File: src/hdl/riscvPkg.sv
package riscvPkg;

    typedef logic [31:0] dataWord;

    // ############################################################
    // major opcodes, bits 6:0 of the instruction.
    // ############################################################
    typedef enum logic [6:0] {
        OP_R     = 7'b0110011,
        OP_I     = 7'b0010011,
        OP_L     = 7'b0000011,
        OP_S     = 7'b0100011,
        OP_B     = 7'b1100011,
        OP_LUI   = 7'b0110111,
        OP_AUIPC = 7'b0010111,
        OP_JAL   = 7'b1101111,
        OP_JALR  = 7'b1100111
    } opcodeT;

    // last six are branch compares, result 0 or 1.
    typedef enum logic [3:0] {
        ALU_ADD, ALU_SUB, ALU_SLL, ALU_SRL,
        ALU_SRA, ALU_SLT, ALU_SLTU, ALU_XOR,
        ALU_OR, ALU_AND, ALU_EQ, ALU_NE,
        ALU_LT, ALU_GE, ALU_LTU, ALU_GEU
    } aluOpT;

    typedef enum logic [1:0] {
        WB_ALU,
        WB_MEM,
        WB_IMM,
        WB_PCPLUS4
    } wbSelT;

    // load/store width, same code as funct3.
    typedef enum logic [2:0] {
        ACC_BYTE  = 3'b000,
        ACC_HALF  = 3'b001,
        ACC_WORD  = 3'b010,
        ACC_UBYTE = 3'b100,
        ACC_UHALF = 3'b101
    } accessT;

endpackage

File: src/hdl/controlUnit.sv
`timescale 1ns/1ps

module controlUnit (
    input  riscvPkg::dataWord instrCode,
    output logic              regWe,
    output riscvPkg::aluOpT   aluOp,
    output logic              aluSrcImm,
    output logic              aluAPc,
    output riscvPkg::wbSelT   wbSel,
    output logic              branch,
    output logic              jump,
    output logic              jumpReg,
    output logic              memWe,
    output riscvPkg::accessT  access
);
    riscvPkg::opcodeT opcode;
    logic [2:0]       funct3;
    logic             funct7b5;
    riscvPkg::aluOpT  arithOp;

    assign opcode   = riscvPkg::opcodeT'(instrCode[6:0]);
    assign funct3   = instrCode[14:12];
    assign funct7b5 = instrCode[30];

    // arithmetic op from funct3, bit 30 splits add/sub and srl/sra.
    always_comb begin
        case (funct3)
            3'b000:  arithOp = (opcode == riscvPkg::OP_R && funct7b5) ?
                               riscvPkg::ALU_SUB : riscvPkg::ALU_ADD;
            3'b001:  arithOp = riscvPkg::ALU_SLL;
            3'b010:  arithOp = riscvPkg::ALU_SLT;
            3'b011:  arithOp = riscvPkg::ALU_SLTU;
            3'b100:  arithOp = riscvPkg::ALU_XOR;
            3'b101:  arithOp = funct7b5 ? riscvPkg::ALU_SRA : riscvPkg::ALU_SRL;
            3'b110:  arithOp = riscvPkg::ALU_OR;
            default: arithOp = riscvPkg::ALU_AND;
        endcase
    end

    always_comb begin
        case (funct3)
            3'b000:  access = riscvPkg::ACC_BYTE;
            3'b001:  access = riscvPkg::ACC_HALF;
            3'b100:  access = riscvPkg::ACC_UBYTE;
            3'b101:  access = riscvPkg::ACC_UHALF;
            default: access = riscvPkg::ACC_WORD;
        endcase
    end

    always_comb begin
        regWe     = 1'b0; // unknown opcode is a plain pc+4.
        aluOp     = riscvPkg::ALU_ADD;
        aluSrcImm = 1'b0;
        aluAPc    = 1'b0;
        wbSel     = riscvPkg::WB_ALU;
        branch    = 1'b0;
        jump      = 1'b0;
        jumpReg   = 1'b0;
        memWe     = 1'b0;
        case (opcode)
            riscvPkg::OP_R: begin
                regWe = 1'b1;
                aluOp = arithOp;
            end
            riscvPkg::OP_I: begin
                regWe     = 1'b1;
                aluOp     = arithOp;
                aluSrcImm = 1'b1;
            end
            riscvPkg::OP_L: begin
                regWe     = 1'b1;
                aluSrcImm = 1'b1;
                wbSel     = riscvPkg::WB_MEM;
            end
            riscvPkg::OP_S: begin
                memWe     = 1'b1;
                aluSrcImm = 1'b1;
            end
            riscvPkg::OP_B: begin
                branch = 1'b1;
                case (funct3)
                    3'b000:  aluOp = riscvPkg::ALU_EQ;
                    3'b001:  aluOp = riscvPkg::ALU_NE;
                    3'b100:  aluOp = riscvPkg::ALU_LT;
                    3'b101:  aluOp = riscvPkg::ALU_GE;
                    3'b110:  aluOp = riscvPkg::ALU_LTU;
                    3'b111:  aluOp = riscvPkg::ALU_GEU;
                    default: branch = 1'b0; // reserved funct3.
                endcase
            end
            riscvPkg::OP_LUI: begin
                regWe = 1'b1;
                wbSel = riscvPkg::WB_IMM;
            end
            riscvPkg::OP_AUIPC: begin
                regWe     = 1'b1;
                aluSrcImm = 1'b1;
                aluAPc    = 1'b1;
            end
            riscvPkg::OP_JAL: begin
                regWe = 1'b1;
                wbSel = riscvPkg::WB_PCPLUS4;
                jump  = 1'b1;
            end
            riscvPkg::OP_JALR: begin
                regWe     = 1'b1;
                wbSel     = riscvPkg::WB_PCPLUS4;
                jumpReg   = 1'b1;
                aluSrcImm = 1'b1;
            end
            default: ;
        endcase
    end

endmodule

File: config.mk
export PLATFORM = sky130hd
export DESIGN_NAME = controlUnit
export DESIGN_NICKNAME = d
export VERILOG_FILES = /design/src/hdl/riscvPkg.sv /design/src/hdl/controlUnit.sv
export SDC_FILE = /design/constraint.sdc
export NUM_CORES = 1
export LEC_CHECK = 0
export ABC_AREA = 1
export BUFFER_PORTS_ARGS = -buffer_cell sky130_fd_sc_hd__buf_4
export CAP_MARGIN = 20
export CELL_PAD_IN_SITES_DETAIL_PLACEMENT = 0
export CELL_PAD_IN_SITES_GLOBAL_PLACEMENT = 1
export CORE_ASPECT_RATIO = 0.7
export CORE_UTILIZATION = 21
export DETAILED_ROUTE_END_ITERATION = 10
export PLACE_DENSITY_LB_ADDON = 0.1
export SYNTH_ARGS = -nofsm -noshare
export SYNTH_HDL_FRONTEND = slang
export SYNTH_SLANG_ARGS = --single-unit
File: constraint.sdc
create_clock -name vclk -period 1.9
set_clock_uncertainty 0.2 [all_clocks]
set_input_delay 0.095 -clock vclk [all_inputs]
set_output_delay 0.095 -clock vclk [all_outputs]
set_load 0.005 [all_outputs]
==> results.txt <==
The final critical-path share of the clock period is 70.70%. Of all nets on the critical path, the largest fanout is 5. Once detailed placement completed, the half-perimeter wirelength came to 982.8 µm.

The tools report the worst voltage drop across the vdd grid as 0.00005672 V. The standard cell core area was 1697 µm². Of the cells placed in the final design, the portion with a size suffix greater than 1 is 41.90%. Count of port buffers added during placement: 27. 48 I/O pins were placed. The number of global-route vias before repair is 404. Global routing consumed, on the met2 layer, 15.85% of the routing resources. The logs give 0 for the number of nets still failing antenna checks after routing and 12 for the number of cell rows. Final hold violation count: 0. The run gives 0 as the clock tree buffer count of the final layout. The count of unresolved DRC violations after routing came out at 0. The peak-usage layer in the global routing report is met1. At the worst endpoint, the required time is 1.60 ns. Across all layers, the routed design uses 509 vias. The first global-routing pass estimated 1.731 mm of wire. The maximum clock rate was 744.4 MHz. The final layout contains a sequential cell count of 0. Synthesis produced 78 cells. Final-stage net count: 143. The logs give 17 for the number of distinct library cells after synthesis and 0 for the total setup violations reported at the end of the flow.

The met1 usage in global routing is 18.02%, and the post-synthesis cell area is 405.4 µm². The number of nets in the synthesized netlist is 114. Global routing consumed, on the met3 layer, 0% of the routing resources. Most common cell in the synthesized netlist: sky130_fd_sc_hd__nand2_1.

The logs give 203 for the filler cell count in the final layout and 0% for the share of synthesized area occupied by flip-flops and latches. Once layout is done, the placed cells without fillers occupy 634.4 µm². By area the synthesized netlist is led by sky130_fd_sc_hd__nand2_1 17%, sky130_fd_sc_hd__ha_1 12%, sky130_fd_sc_hd__inv_1 12%, sky130_fd_sc_hd__nor2_1 10%, sky130_fd_sc_hd__nor2_4 8.3%. The type of the worst setup path is in2out. Setup repair after global routing left no endpoint under its margin.

A synthesized cell averages 5.197 µm². Vertical extent of the die: 38.76 µm. The run gives 0.3718 nW as the leakage power total. The total of cells resized after clock tree synthesis is 0, and the data arrival time of the critical path is 1.05 ns. The flow ran to the end, and the final reports show no timing, DRC or antenna violations. Summing all flip-flop and latch instances after layout gives 0 µm².

The buffers inserted during post-CTS setup optimization is 0. The worst setup path is launched from an input pin. The final layout contains routed wiring with a total length of 1.051 mm. Hold is met by 0.3659 ns. At the pin with the least slew margin, the transition time is 0.2133 ns. The total placed instance area came out at 634.4 µm². The detailed-router iteration count before antenna repair is 4, and the growth of design area from synthesis to finish is 56.48%.

For the total inserted antenna cells, the log shows 0. The overall track demand over capacity in global routing came out at 10.88%. The remaining max-slew budget at the tightest pin is 85.71%, and the number of antenna violations at the first check in global routing is 0.

The aggregate negative setup slack is 0 ns. For the initial core utilization, the log shows 23.89%. The synthesized design spends more area on one cell type than any other, namely sky130_fd_sc_hd__nand2_1. Entering global routing, the biggest net connects 6 pins.

The commonest cells after synthesis are 18 x sky130_fd_sc_hd__nand2_1, 13 x sky130_fd_sc_hd__inv_1, 11 x sky130_fd_sc_hd__nor2_1, 6 x sky130_fd_sc_hd__nand3_1. The multi-input combinational cells in the finished layout cover a total of 341.6 µm². The worst hold path belongs to the class in2out. After global routing the overflow that remains totals 0. The worst setup path is captured at a primary output. Across the run, the number of max-cap violations was 0.

The share of synthesized area in the top cell type comes to 16.67%. Yosys printed 0 warnings. The worst path in the final design needs a cycle of 1.343 ns, including I/O delays and setup. The congestion estimate from routability-driven global placement came to 0.7993.

The die is 54.52 µm wide. Power spread over the standard cell area amounts to 134.4 nW/µm². The floorplan step defined a die boundary enclosing 2113 µm².

The run gives 0 as the number of pins exceeding their max-slew limit in the final report. The first routing iteration left 2 violations. The detail-routed net length per standard cell was 8.341 µm; the number of vias per cell after detailed routing was 4.040.

The number of hold buffers added after CTS was 0.
==> critical path: stages <==
cell and delay [ns]:
sky130_fd_sc_hd__buf_4 0.11, sky130_fd_sc_hd__inv_1 0.08, sky130_fd_sc_hd__ha_1 0.23, sky130_fd_sc_hd__or2_2 0.28, sky130_fd_sc_hd__nand2_1 0.07, sky130_fd_sc_hd__o21ai_1 0.06, sky130_fd_sc_hd__buf_4 0.13
==> placed cells by master, fill, tap and decap left out <==
master,instances
sky130_fd_sc_hd__inv_2,4
sky130_fd_sc_hd__nand2_2,4
sky130_fd_sc_hd__nand2_1,18
sky130_fd_sc_hd__o211ai_1,1
sky130_fd_sc_hd__inv_1,13
sky130_fd_sc_hd__o21ai_0,2
sky130_fd_sc_hd__o21ai_2,2
sky130_fd_sc_hd__o21ai_1,3
sky130_fd_sc_hd__or2_1,1
sky130_fd_sc_hd__or2_2,1
sky130_fd_sc_hd__a21oi_1,1
sky130_fd_sc_hd__nor2_1,11
sky130_fd_sc_hd__nor2_4,3
sky130_fd_sc_hd__nor2_2,3
sky130_fd_sc_hd__buf_4,27
sky130_fd_sc_hd__nand3_1,6
sky130_fd_sc_hd__ha_1,4
sky130_fd_sc_hd__o21bai_1,1
==> through the flow <==
stage	setup slack, ns	util (%)	std cells	power [mW]
finish	0.5566	37.39	126	0.08523
global route	0.4848	37.39	126	0.09704
CTS	0.5509	37.39	126	0.08613
detailed placement	0.5544	37.39	126	0.08580
global placement	0.5350	37.39	126	0.08656
floorplan	0.8443	-	78	0.04422
==> area by class of cell <==
class / instances / area share, %
inverters: 17 / 10.06
multi-input cells: 61 / 53.85
well taps: 21 / 4.142
repair buffers: 27 / 31.95
==> routing by layer <==
layer  share of wire, %  vias up  routed length (µm)
li1                   -      292                   -
met1                 60      205                 627
met2                 36       12                 375
met3                4.5        0                  47
met4                  0        0                   0
met5                  0        -                   0
==> kinds of logic after synthesis <==
| kind of cell | share of synthesized area, % |
|---|---|
| compound gates | 15.43 |
| fa+ha+maj | 12.35 |
| buf+inv | 15.74 |
| simple gates | 56.48 |
==> report_power, final <==
part           leakage (nW)  switching [mW]  internal (mW)
combinational         0.372          0.0459         0.0393
sequential                0               0              0
clock                     0               0              0
total                 0.372          0.0459         0.0393
==> path summary, 6_finish.rpt <==
| check | start | to | slack [ns] | cells past startpoint |
|---|---|---|---|---|
| setup / recovery | instrCode[13] | aluOp[2] | 0.56 | 7 |
| hold / removal | instrCode[4] | wbSel[0] | 0.37 | 5 |
No activity file was read; power rests on OpenSTA's default activity.
