===== src/hdl/riscvPkg.sv =====
package riscvPkg;

    typedef logic [31:0] dataWord;

    // ############################################################
    // major opcodes, bits 6:0 of the instruction.
    // ############################################################
    typedef enum logic [6:0] {
        OP_R     = 7'b0110011,
        OP_I     = 7'b0010011,
        OP_L     = 7'b0000011,
        OP_S     = 7'b0100011,
        OP_B     = 7'b1100011,
        OP_LUI   = 7'b0110111,
        OP_AUIPC = 7'b0010111,
        OP_JAL   = 7'b1101111,
        OP_JALR  = 7'b1100111
    } opcodeT;

    // last six are branch compares, result 0 or 1.
    typedef enum logic [3:0] {
        ALU_ADD, ALU_SUB, ALU_SLL, ALU_SRL,
        ALU_SRA, ALU_SLT, ALU_SLTU, ALU_XOR,
        ALU_OR, ALU_AND, ALU_EQ, ALU_NE,
        ALU_LT, ALU_GE, ALU_LTU, ALU_GEU
    } aluOpT;

    typedef enum logic [1:0] {
        WB_ALU,
        WB_MEM,
        WB_IMM,
        WB_PCPLUS4
    } wbSelT;

    // load/store width, same code as funct3.
    typedef enum logic [2:0] {
        ACC_BYTE  = 3'b000,
        ACC_HALF  = 3'b001,
        ACC_WORD  = 3'b010,
        ACC_UBYTE = 3'b100,
        ACC_UHALF = 3'b101
    } accessT;

endpackage


===== src/hdl/alu.sv =====
`timescale 1ns/1ps

module alu (
    input  riscvPkg::aluOpT   aluOp,
    input  riscvPkg::dataWord a,
    input  riscvPkg::dataWord b,
    output riscvPkg::dataWord result
);
    logic [4:0] shamt;

    assign shamt = b[4:0];

    always_comb begin
        case (aluOp)
            riscvPkg::ALU_ADD:  result = a + b;
            riscvPkg::ALU_SUB:  result = a - b;
            riscvPkg::ALU_SLL:  result = a << shamt;
            riscvPkg::ALU_SRL:  result = a >> shamt;
            riscvPkg::ALU_SRA:  result = $signed(a) >>> shamt;
            riscvPkg::ALU_XOR:  result = a ^ b;
            riscvPkg::ALU_OR:   result = a | b;
            riscvPkg::ALU_AND:  result = a & b;
            // compares, 0 or 1.
            riscvPkg::ALU_SLT:  result = {31'd0, $signed(a) < $signed(b)};
            riscvPkg::ALU_SLTU: result = {31'd0, a < b};
            riscvPkg::ALU_EQ:   result = {31'd0, a == b};
            riscvPkg::ALU_NE:   result = {31'd0, a != b};
            riscvPkg::ALU_LT:   result = {31'd0, $signed(a) < $signed(b)};
            riscvPkg::ALU_GE:   result = {31'd0, $signed(a) >= $signed(b)};
            riscvPkg::ALU_LTU:  result = {31'd0, a < b};
            riscvPkg::ALU_GEU:  result = {31'd0, a >= b};
            default:            result = '0;
        endcase
    end

endmodule


===== src/hdl/immExtend.sv =====
`timescale 1ns/1ps

module immExtend (
    input  riscvPkg::dataWord instrCode,
    output riscvPkg::dataWord immExt
);
    logic [2:0]        funct3;
    riscvPkg::dataWord immI, immS, immB, immU, immJ;

    assign funct3 = instrCode[14:12];

    assign immI = {{20{instrCode[31]}}, instrCode[31:20]};
    assign immS = {{20{instrCode[31]}}, instrCode[31:25], instrCode[11:7]};
    assign immB = {{20{instrCode[31]}}, instrCode[7], instrCode[30:25],
                   instrCode[11:8], 1'b0};
    assign immU = {instrCode[31:12], 12'd0};
    assign immJ = {{12{instrCode[31]}}, instrCode[19:12], instrCode[20],
                   instrCode[30:21], 1'b0};

    always_comb begin
        case (instrCode[6:0])
            riscvPkg::OP_I: begin
                if (funct3 == 3'b001 || funct3 == 3'b101) begin
                    immExt = {27'd0, instrCode[24:20]}; // shift amount.
                end else begin
                    immExt = immI; // sltiu also sign-extends.
                end
            end
            riscvPkg::OP_L:     immExt = immI;
            riscvPkg::OP_JALR:  immExt = immI;
            riscvPkg::OP_S:     immExt = immS;
            riscvPkg::OP_B:     immExt = immB;
            riscvPkg::OP_LUI:   immExt = immU;
            riscvPkg::OP_AUIPC: immExt = immU;
            riscvPkg::OP_JAL:   immExt = immJ;
            default:            immExt = '0;
        endcase
    end

endmodule


===== src/hdl/registerFile.sv =====
`timescale 1ns/1ps

module registerFile (
    input  logic              clk,
    input  logic              reset,
    input  logic              we,
    input  logic [4:0]        rAddr1,
    input  logic [4:0]        rAddr2,
    input  logic [4:0]        wAddr,
    input  riscvPkg::dataWord wData,
    output riscvPkg::dataWord rData1,
    output riscvPkg::dataWord rData2
);
    riscvPkg::dataWord regs [32];

    always_ff @(posedge clk, posedge reset) begin
        if (reset) begin
            for (int i = 0; i < 32; i++) begin
                regs[i] <= '0;
            end
        end else if (we && wAddr != 5'd0) begin
            regs[wAddr] <= wData;
        end
    end

    // x0 is hardwired zero.
    assign rData1 = (rAddr1 != 5'd0) ? regs[rAddr1] : '0;
    assign rData2 = (rAddr2 != 5'd0) ? regs[rAddr2] : '0;

endmodule


===== src/hdl/dataPath.sv =====
`timescale 1ns/1ps

module dataPath #(
    parameter riscvPkg::dataWord RESET_PC = '0
) (
    input  logic              clk,
    input  logic              reset,
    input  riscvPkg::dataWord instrCode,
    input  logic              regWe,
    input  riscvPkg::aluOpT   aluOp,
    input  logic              aluSrcImm,
    input  logic              aluAPc,
    input  riscvPkg::wbSelT   wbSel,
    input  logic              branch,
    input  logic              jump,
    input  logic              jumpReg,
    input  riscvPkg::dataWord loadData,
    output riscvPkg::dataWord instrAddr,
    output riscvPkg::dataWord dataAddr,
    output riscvPkg::dataWord storeData,
    output logic [4:0]        rfWAddr,
    output riscvPkg::dataWord rfWData
);
    riscvPkg::dataWord pc, nextPc;
    riscvPkg::dataWord pcPlus4, pcPlusImm, jumpTarget;
    riscvPkg::dataWord rData1, rData2;
    riscvPkg::dataWord immExt;
    riscvPkg::dataWord aluA, aluB, aluResult;
    logic              taken;

    assign instrAddr = pc;
    assign dataAddr  = aluResult;
    assign storeData = rData2;
    assign rfWAddr   = instrCode[11:7];

    // ############################################################
    // program counter.
    // ############################################################
    always_ff @(posedge clk, posedge reset) begin
        if (reset) begin
            pc <= RESET_PC;
        end else begin
            pc <= nextPc;
        end
    end

    assign pcPlus4    = pc + 32'd4;
    assign pcPlusImm  = pc + immExt;
    assign jumpTarget = {aluResult[31:1], 1'b0}; // jalr drops bit 0.
    assign taken      = branch & aluResult[0];

    always_comb begin
        if (jumpReg) begin
            nextPc = jumpTarget;
        end else if (jump || taken) begin
            nextPc = pcPlusImm;
        end else begin
            nextPc = pcPlus4;
        end
    end

    // ############################################################
    // operands and write-back.
    // ############################################################
    assign aluA = aluAPc ? pc : rData1;
    assign aluB = aluSrcImm ? immExt : rData2;

    always_comb begin
        case (wbSel)
            riscvPkg::WB_MEM:     rfWData = loadData;
            riscvPkg::WB_IMM:     rfWData = immExt;
            riscvPkg::WB_PCPLUS4: rfWData = pcPlus4; // link value.
            default:              rfWData = aluResult;
        endcase
    end

    registerFile i_registerFile (
        .clk   (clk),
        .reset (reset),
        .we    (regWe),
        .rAddr1(instrCode[19:15]),
        .rAddr2(instrCode[24:20]),
        .wAddr (instrCode[11:7]),
        .wData (rfWData),
        .rData1(rData1),
        .rData2(rData2)
    );

    alu i_alu (
        .aluOp (aluOp),
        .a     (aluA),
        .b     (aluB),
        .result(aluResult)
    );

    immExtend i_immExtend (
        .instrCode(instrCode),
        .immExt   (immExt)
    );

endmodule


===== config.mk =====
export PLATFORM = sky130hd
export DESIGN_NAME = dataPath
export DESIGN_NICKNAME = d
export VERILOG_FILES = /design/src/hdl/riscvPkg.sv /design/src/hdl/alu.sv /design/src/hdl/immExtend.sv /design/src/hdl/registerFile.sv /design/src/hdl/dataPath.sv
export SDC_FILE = /design/constraint.sdc
export NUM_CORES = 2
export LEC_CHECK = 0
export BUFFER_PORTS_ARGS = -buffer_cell sky130_fd_sc_hd__clkbuf_2
export CAP_MARGIN = 20
export CORE_ASPECT_RATIO = 0.5
export CORE_MARGIN = 5
export CORE_UTILIZATION = 55
export CTS_CLUSTER_DIAMETER = 40
export DETAILED_ROUTE_END_ITERATION = 10
export PLACE_DENSITY_LB_ADDON = 0.05
export REMOVE_ABC_BUFFERS = 1
export SLEW_MARGIN = 20
export SYNTH_ARGS = -nofsm -noshare
export SYNTH_HDL_FRONTEND = slang
export SYNTH_SLANG_ARGS = --single-unit

===== constraint.sdc =====
create_clock -name clk -period 58.2 [get_ports clk]
set_input_delay 5.82 -clock clk [delete_from_list [all_inputs] [get_ports clk]]
set_output_delay 5.82 -clock clk [all_outputs]
set_load 0.05 [all_outputs]

==> flow_metrics.env <==
export IMPL_clkTransAtPathRegs_ps=70
export IMPL_clock_skew_final_ps=108
export IMPL_rrSetupSlack_ps=49240
export IMPL_cts_tree="built"
export IMPL_end_kind="primary output"
export IMPL_nFillCells=10270
export IMPL_postCtsHoldBufs=0
export IMPL_cts_root_buf="clkbuf_16"
export IMPL_cts_sinks=1056
export IMPL_setup_viol=0
export IMPL_syn_instance_count=6746
export IMPL_grt_pass1_vias=58474
export IMPL_place_hpwl_mm=198
export IMPL_startpoint="instrCode[20]"
export IMPL_holdWs_ps=399
export IMPL_start_util_pct=55.3
export IMPL_drive_gt1_share_pct=21.8
export IMPL_crit_chain="buf_8 > buf_4 > buf_4 > buf_4 > mux4_2 > mux4_2 > mux2i_1 > nor2_1 > mux2i_1 > inv_1 > ha_1 > or4b_1 > o21ai_0 > a21oi_1 > a2111oi_0 > o21ai_1 > o41ai_1 > o21ai_0 > a311oi_1 > mux2i_1 > o31ai_1 > nand2_1 > inv_1 > clkbuf_2"
export IMPL_dpl_worst_slack_ps=36280
export IMPL_post_cts_resized=0
export IMPL_dieHeight_um=259
export IMPL_synth_ff_type="dfrtp_1"
export IMPL_htreeDepth=3
export IMPL_vias=60207
export IMPL_synth_area_mm2=0.0682
export IMPL_placed_area_mm2=0.0703
export IMPL_vias_per_cell=7.17
export IMPL_maxSlewViolCount=0
export IMPL_io_pins=211
export IMPL_synth_edff_count=0
export IMPL_yosysWarnings=0
export IMPL_dieWidth_um=508
export IMPL_power_density_mw_per_mm2=36.5
export IMPL_slew_headroom_pct=14.6
export IMPL_timing_setup_tns_ps=0
export IMPL_regArea_mm2=0.0264
export IMPL_cts_buffers=109
export IMPL_rsz0062_at_grt="no"
export IMPL_wirelength_mm=298
export IMPL_drc=0
export IMPL_synth_seq_cells=1056
export IMPL_cp_max_fo=43
export IMPL_wl_per_cell_um=35.5
export IMPL_worst_slew_pin_slew_ps=1280
export IMPL_synth_async_reset_ratio_pct=100
export IMPL_clk_latency_ps=790
export IMPL_fin_crit_ps=22380
export IMPL_arrival_ps=16560
export IMPL_postCtsSetupRepairBufs=0
export IMPL_slowest_delay_ps=830
export IMPL_ff2ff_path_depth=22
export IMPL_die_area_mm2=0.132
export IMPL_r2r_end="i_registerFile.regs[639]$_DFFE_PP0P_"
export IMPL_cts_max_path_buffers=3
export IMPL_synth_area_leaders="dfrtp_1 39%, mux4_2 16%, o21ai_0 6.2%"
export IMPL_place_congestion=1.05
export IMPL_worstSetupPathType="in2out"
export IMPL_area_growth_pct=9.05
export IMPL_r2r_start="i_registerFile.regs[353]$_DFFE_PP0P_"
export IMPL_synth_top_area_share_pct=38.8
export IMPL_core_mm2=0.123
export IMPL_slowest_stage="nand2_1"
export IMPL_synth_top_area_cell="dfrtp_1"
export IMPL_gr_total_overflow=0
export IMPL_hold_class="reg2reg"
export IMPL_worst_slack_ps=35820
export IMPL_outcome="complete, no violations"
export IMPL_final_cell_area_mm2=0.0743
export IMPL_p_leak_nw=33.1
export IMPL_multi_input_area_mm2=0.0386
export IMPL_cap_violations=0
export IMPL_core_rowCount=91
export IMPL_firstDrtPassIters=8
export IMPL_required_ps=52380
export IMPL_synth_seq_area_share_pct=38.8
export IMPL_nets=6827
export IMPL_grt_pass1_wl_mm=425
export IMPL_max_freq_mhz=44.7
export IMPL_fin_crit_sh_pct=38.5
export IMPL_antenna_found_initial=17
export IMPL_grt_max_degree=169
export IMPL_ys_types=111
export IMPL_ant_nets=0
export IMPL_grt_usage_pct=44.8
export IMPL_peakVddDrop_v=0.0000284
export IMPL_initialDrtViolationCount=8322
export IMPL_hold_viol_final=0
export IMPL_portBuffers=210
export IMPL_synth_area_per_cell_um2=10.1
export IMPL_cp_start_kind="input pin"
export IMPL_endpoint="rfWData[31]"
-- cell usage after synthesis (all sizes together), types with 23 or more instances --
cell type / n
o21ai: 889
xor2: 27
a21oi: 321
a211oi: 39
a22oi: 78
and2: 29
nor2: 303
a31oi: 43
o211ai: 63
o21bai: 26
nand2: 1096
mux2i: 315
nor3: 55
nand3: 93
mux2: 221
a21o: 60
ha: 129
and3: 30
inv: 158
o21a: 26
a32oi: 30
o31ai: 49
dfrtp: 1056
buf: 197
nand2b: 28
nor2b: 23
xnor2: 44
o22ai: 37
mux4: 495
nand4: 23
clkbuf: 453
-- layout by cell type (no fill, tap or decap), types with 21 or more instances in the layout --
master	count
and3_1	30
ha_1	129
o21a_1	25
o21ai_0	836
o31ai_1	49
xnor2_1	44
a32oi_1	28
buf_4	198
inv_1	149
a31oi_1	42
xor2_1	27
nor2b_1	21
mux4_2	494
o2111ai_1	21
nand2_2	26
nand2b_1	28
a21oi_1	307
and2_1	27
a211oi_1	37
o211ai_1	63
o21ai_1	49
nand3_1	93
nor2_1	289
a22oi_1	75
clkbuf_16	109
o22ai_1	37
a21o_1	60
nand2_1	1063
nor3_1	50
nand4_1	23
o21bai_1	26
mux2_2	197
mux2i_1	311
dfrtp_1	1056
clkbuf_2	201
clkbuf_8	28
-- registers in the layout, indices dropped and copies added, names as in the netlist --
name	flops
i_registerFile.regs	1024
instrAddr	32
-- kinds of logic after synthesis --
kind of cell / Yosys count / share of synthesized area, %
fa+ha+maj: 132 / 2.46
simple gates: 1763 / 10.9
compound gates: 1882 / 16.9
mux: 1031 / 24.8
xor+xnor: 71 / 0.912
buf+inv: 811 / 5.31
flops: 1056 / 38.8
-- where the power goes --
group	total [mW]	internal [mW]	switching [mW]
clock network	0.777	0.443	0.333
registers	1.01	0.880	0.131
logic	0.929	0.339	0.590
-- metrics by stage --
stage | power [mW] | utilization [%] | std cells
floorplan | 1.57 | - | 6096
CTS | 2.68 | 60.3 | 8382
global route | 2.81 | 60.3 | 8384
finish | 2.72 | 60.3 | 8393
detailed placement | 1.91 | 57.1 | 8179
global placement | 1.89 | 57.0 | 8178
-- worst min-delay path by stage --
stage                                                from                               endpoint  slack, ps  cells past startpoint
CTS                 i_registerFile.regs[1003]$_DFFE_PP0P_  i_registerFile.regs[1003]$_DFFE_PP0P_        400                      0
global placement    i_registerFile.regs[1000]$_DFFE_PP0P_  i_registerFile.regs[1000]$_DFFE_PP0P_        380                      0
floorplan           i_registerFile.regs[1000]$_DFFE_PP0P_  i_registerFile.regs[1000]$_DFFE_PP0P_        370                      0
detailed placement  i_registerFile.regs[1003]$_DFFE_PP0P_  i_registerFile.regs[1003]$_DFFE_PP0P_        380                      0
finish              i_registerFile.regs[1003]$_DFFE_PP0P_  i_registerFile.regs[1003]$_DFFE_PP0P_        400                      0
global route        i_registerFile.regs[1020]$_DFFE_PP0P_  i_registerFile.regs[1020]$_DFFE_PP0P_        410                      0
-- worst max-delay path: cells and delay by family --
family | cells | cell delay [ps]
AO/OA/AOI/OAI | 8 | 3430
adder cells (fa/ha/maj) | 1 | 300
buffers and inverters | 7 | 3180
AND/OR/NAND/NOR | 3 | 1540
multiplexers | 5 | 2100
-- layer usage --
layer	vias up	part of all wire (%)	global-route usage, %
li1	24551	-	-
met2	4350	40	61.2
met4	8	5.6	21.3
met3	872	16	18.8
met1	30426	38	61.8
met5	-	0.019	0
-- final cells by class --
type,count,area share (%)
Tap cell,1674,2.82
Multi-Input combinational cell,4879,51.9
Clock inverter,52,1.08
Antenna cell,10,0.0337
Sequential cell,1056,35.5
Clock buffer,151,4.26
Inverter,161,0.826
Timing Repair Buffer,410,3.55
Note: power is estimated with default switching activity, not from simulation.
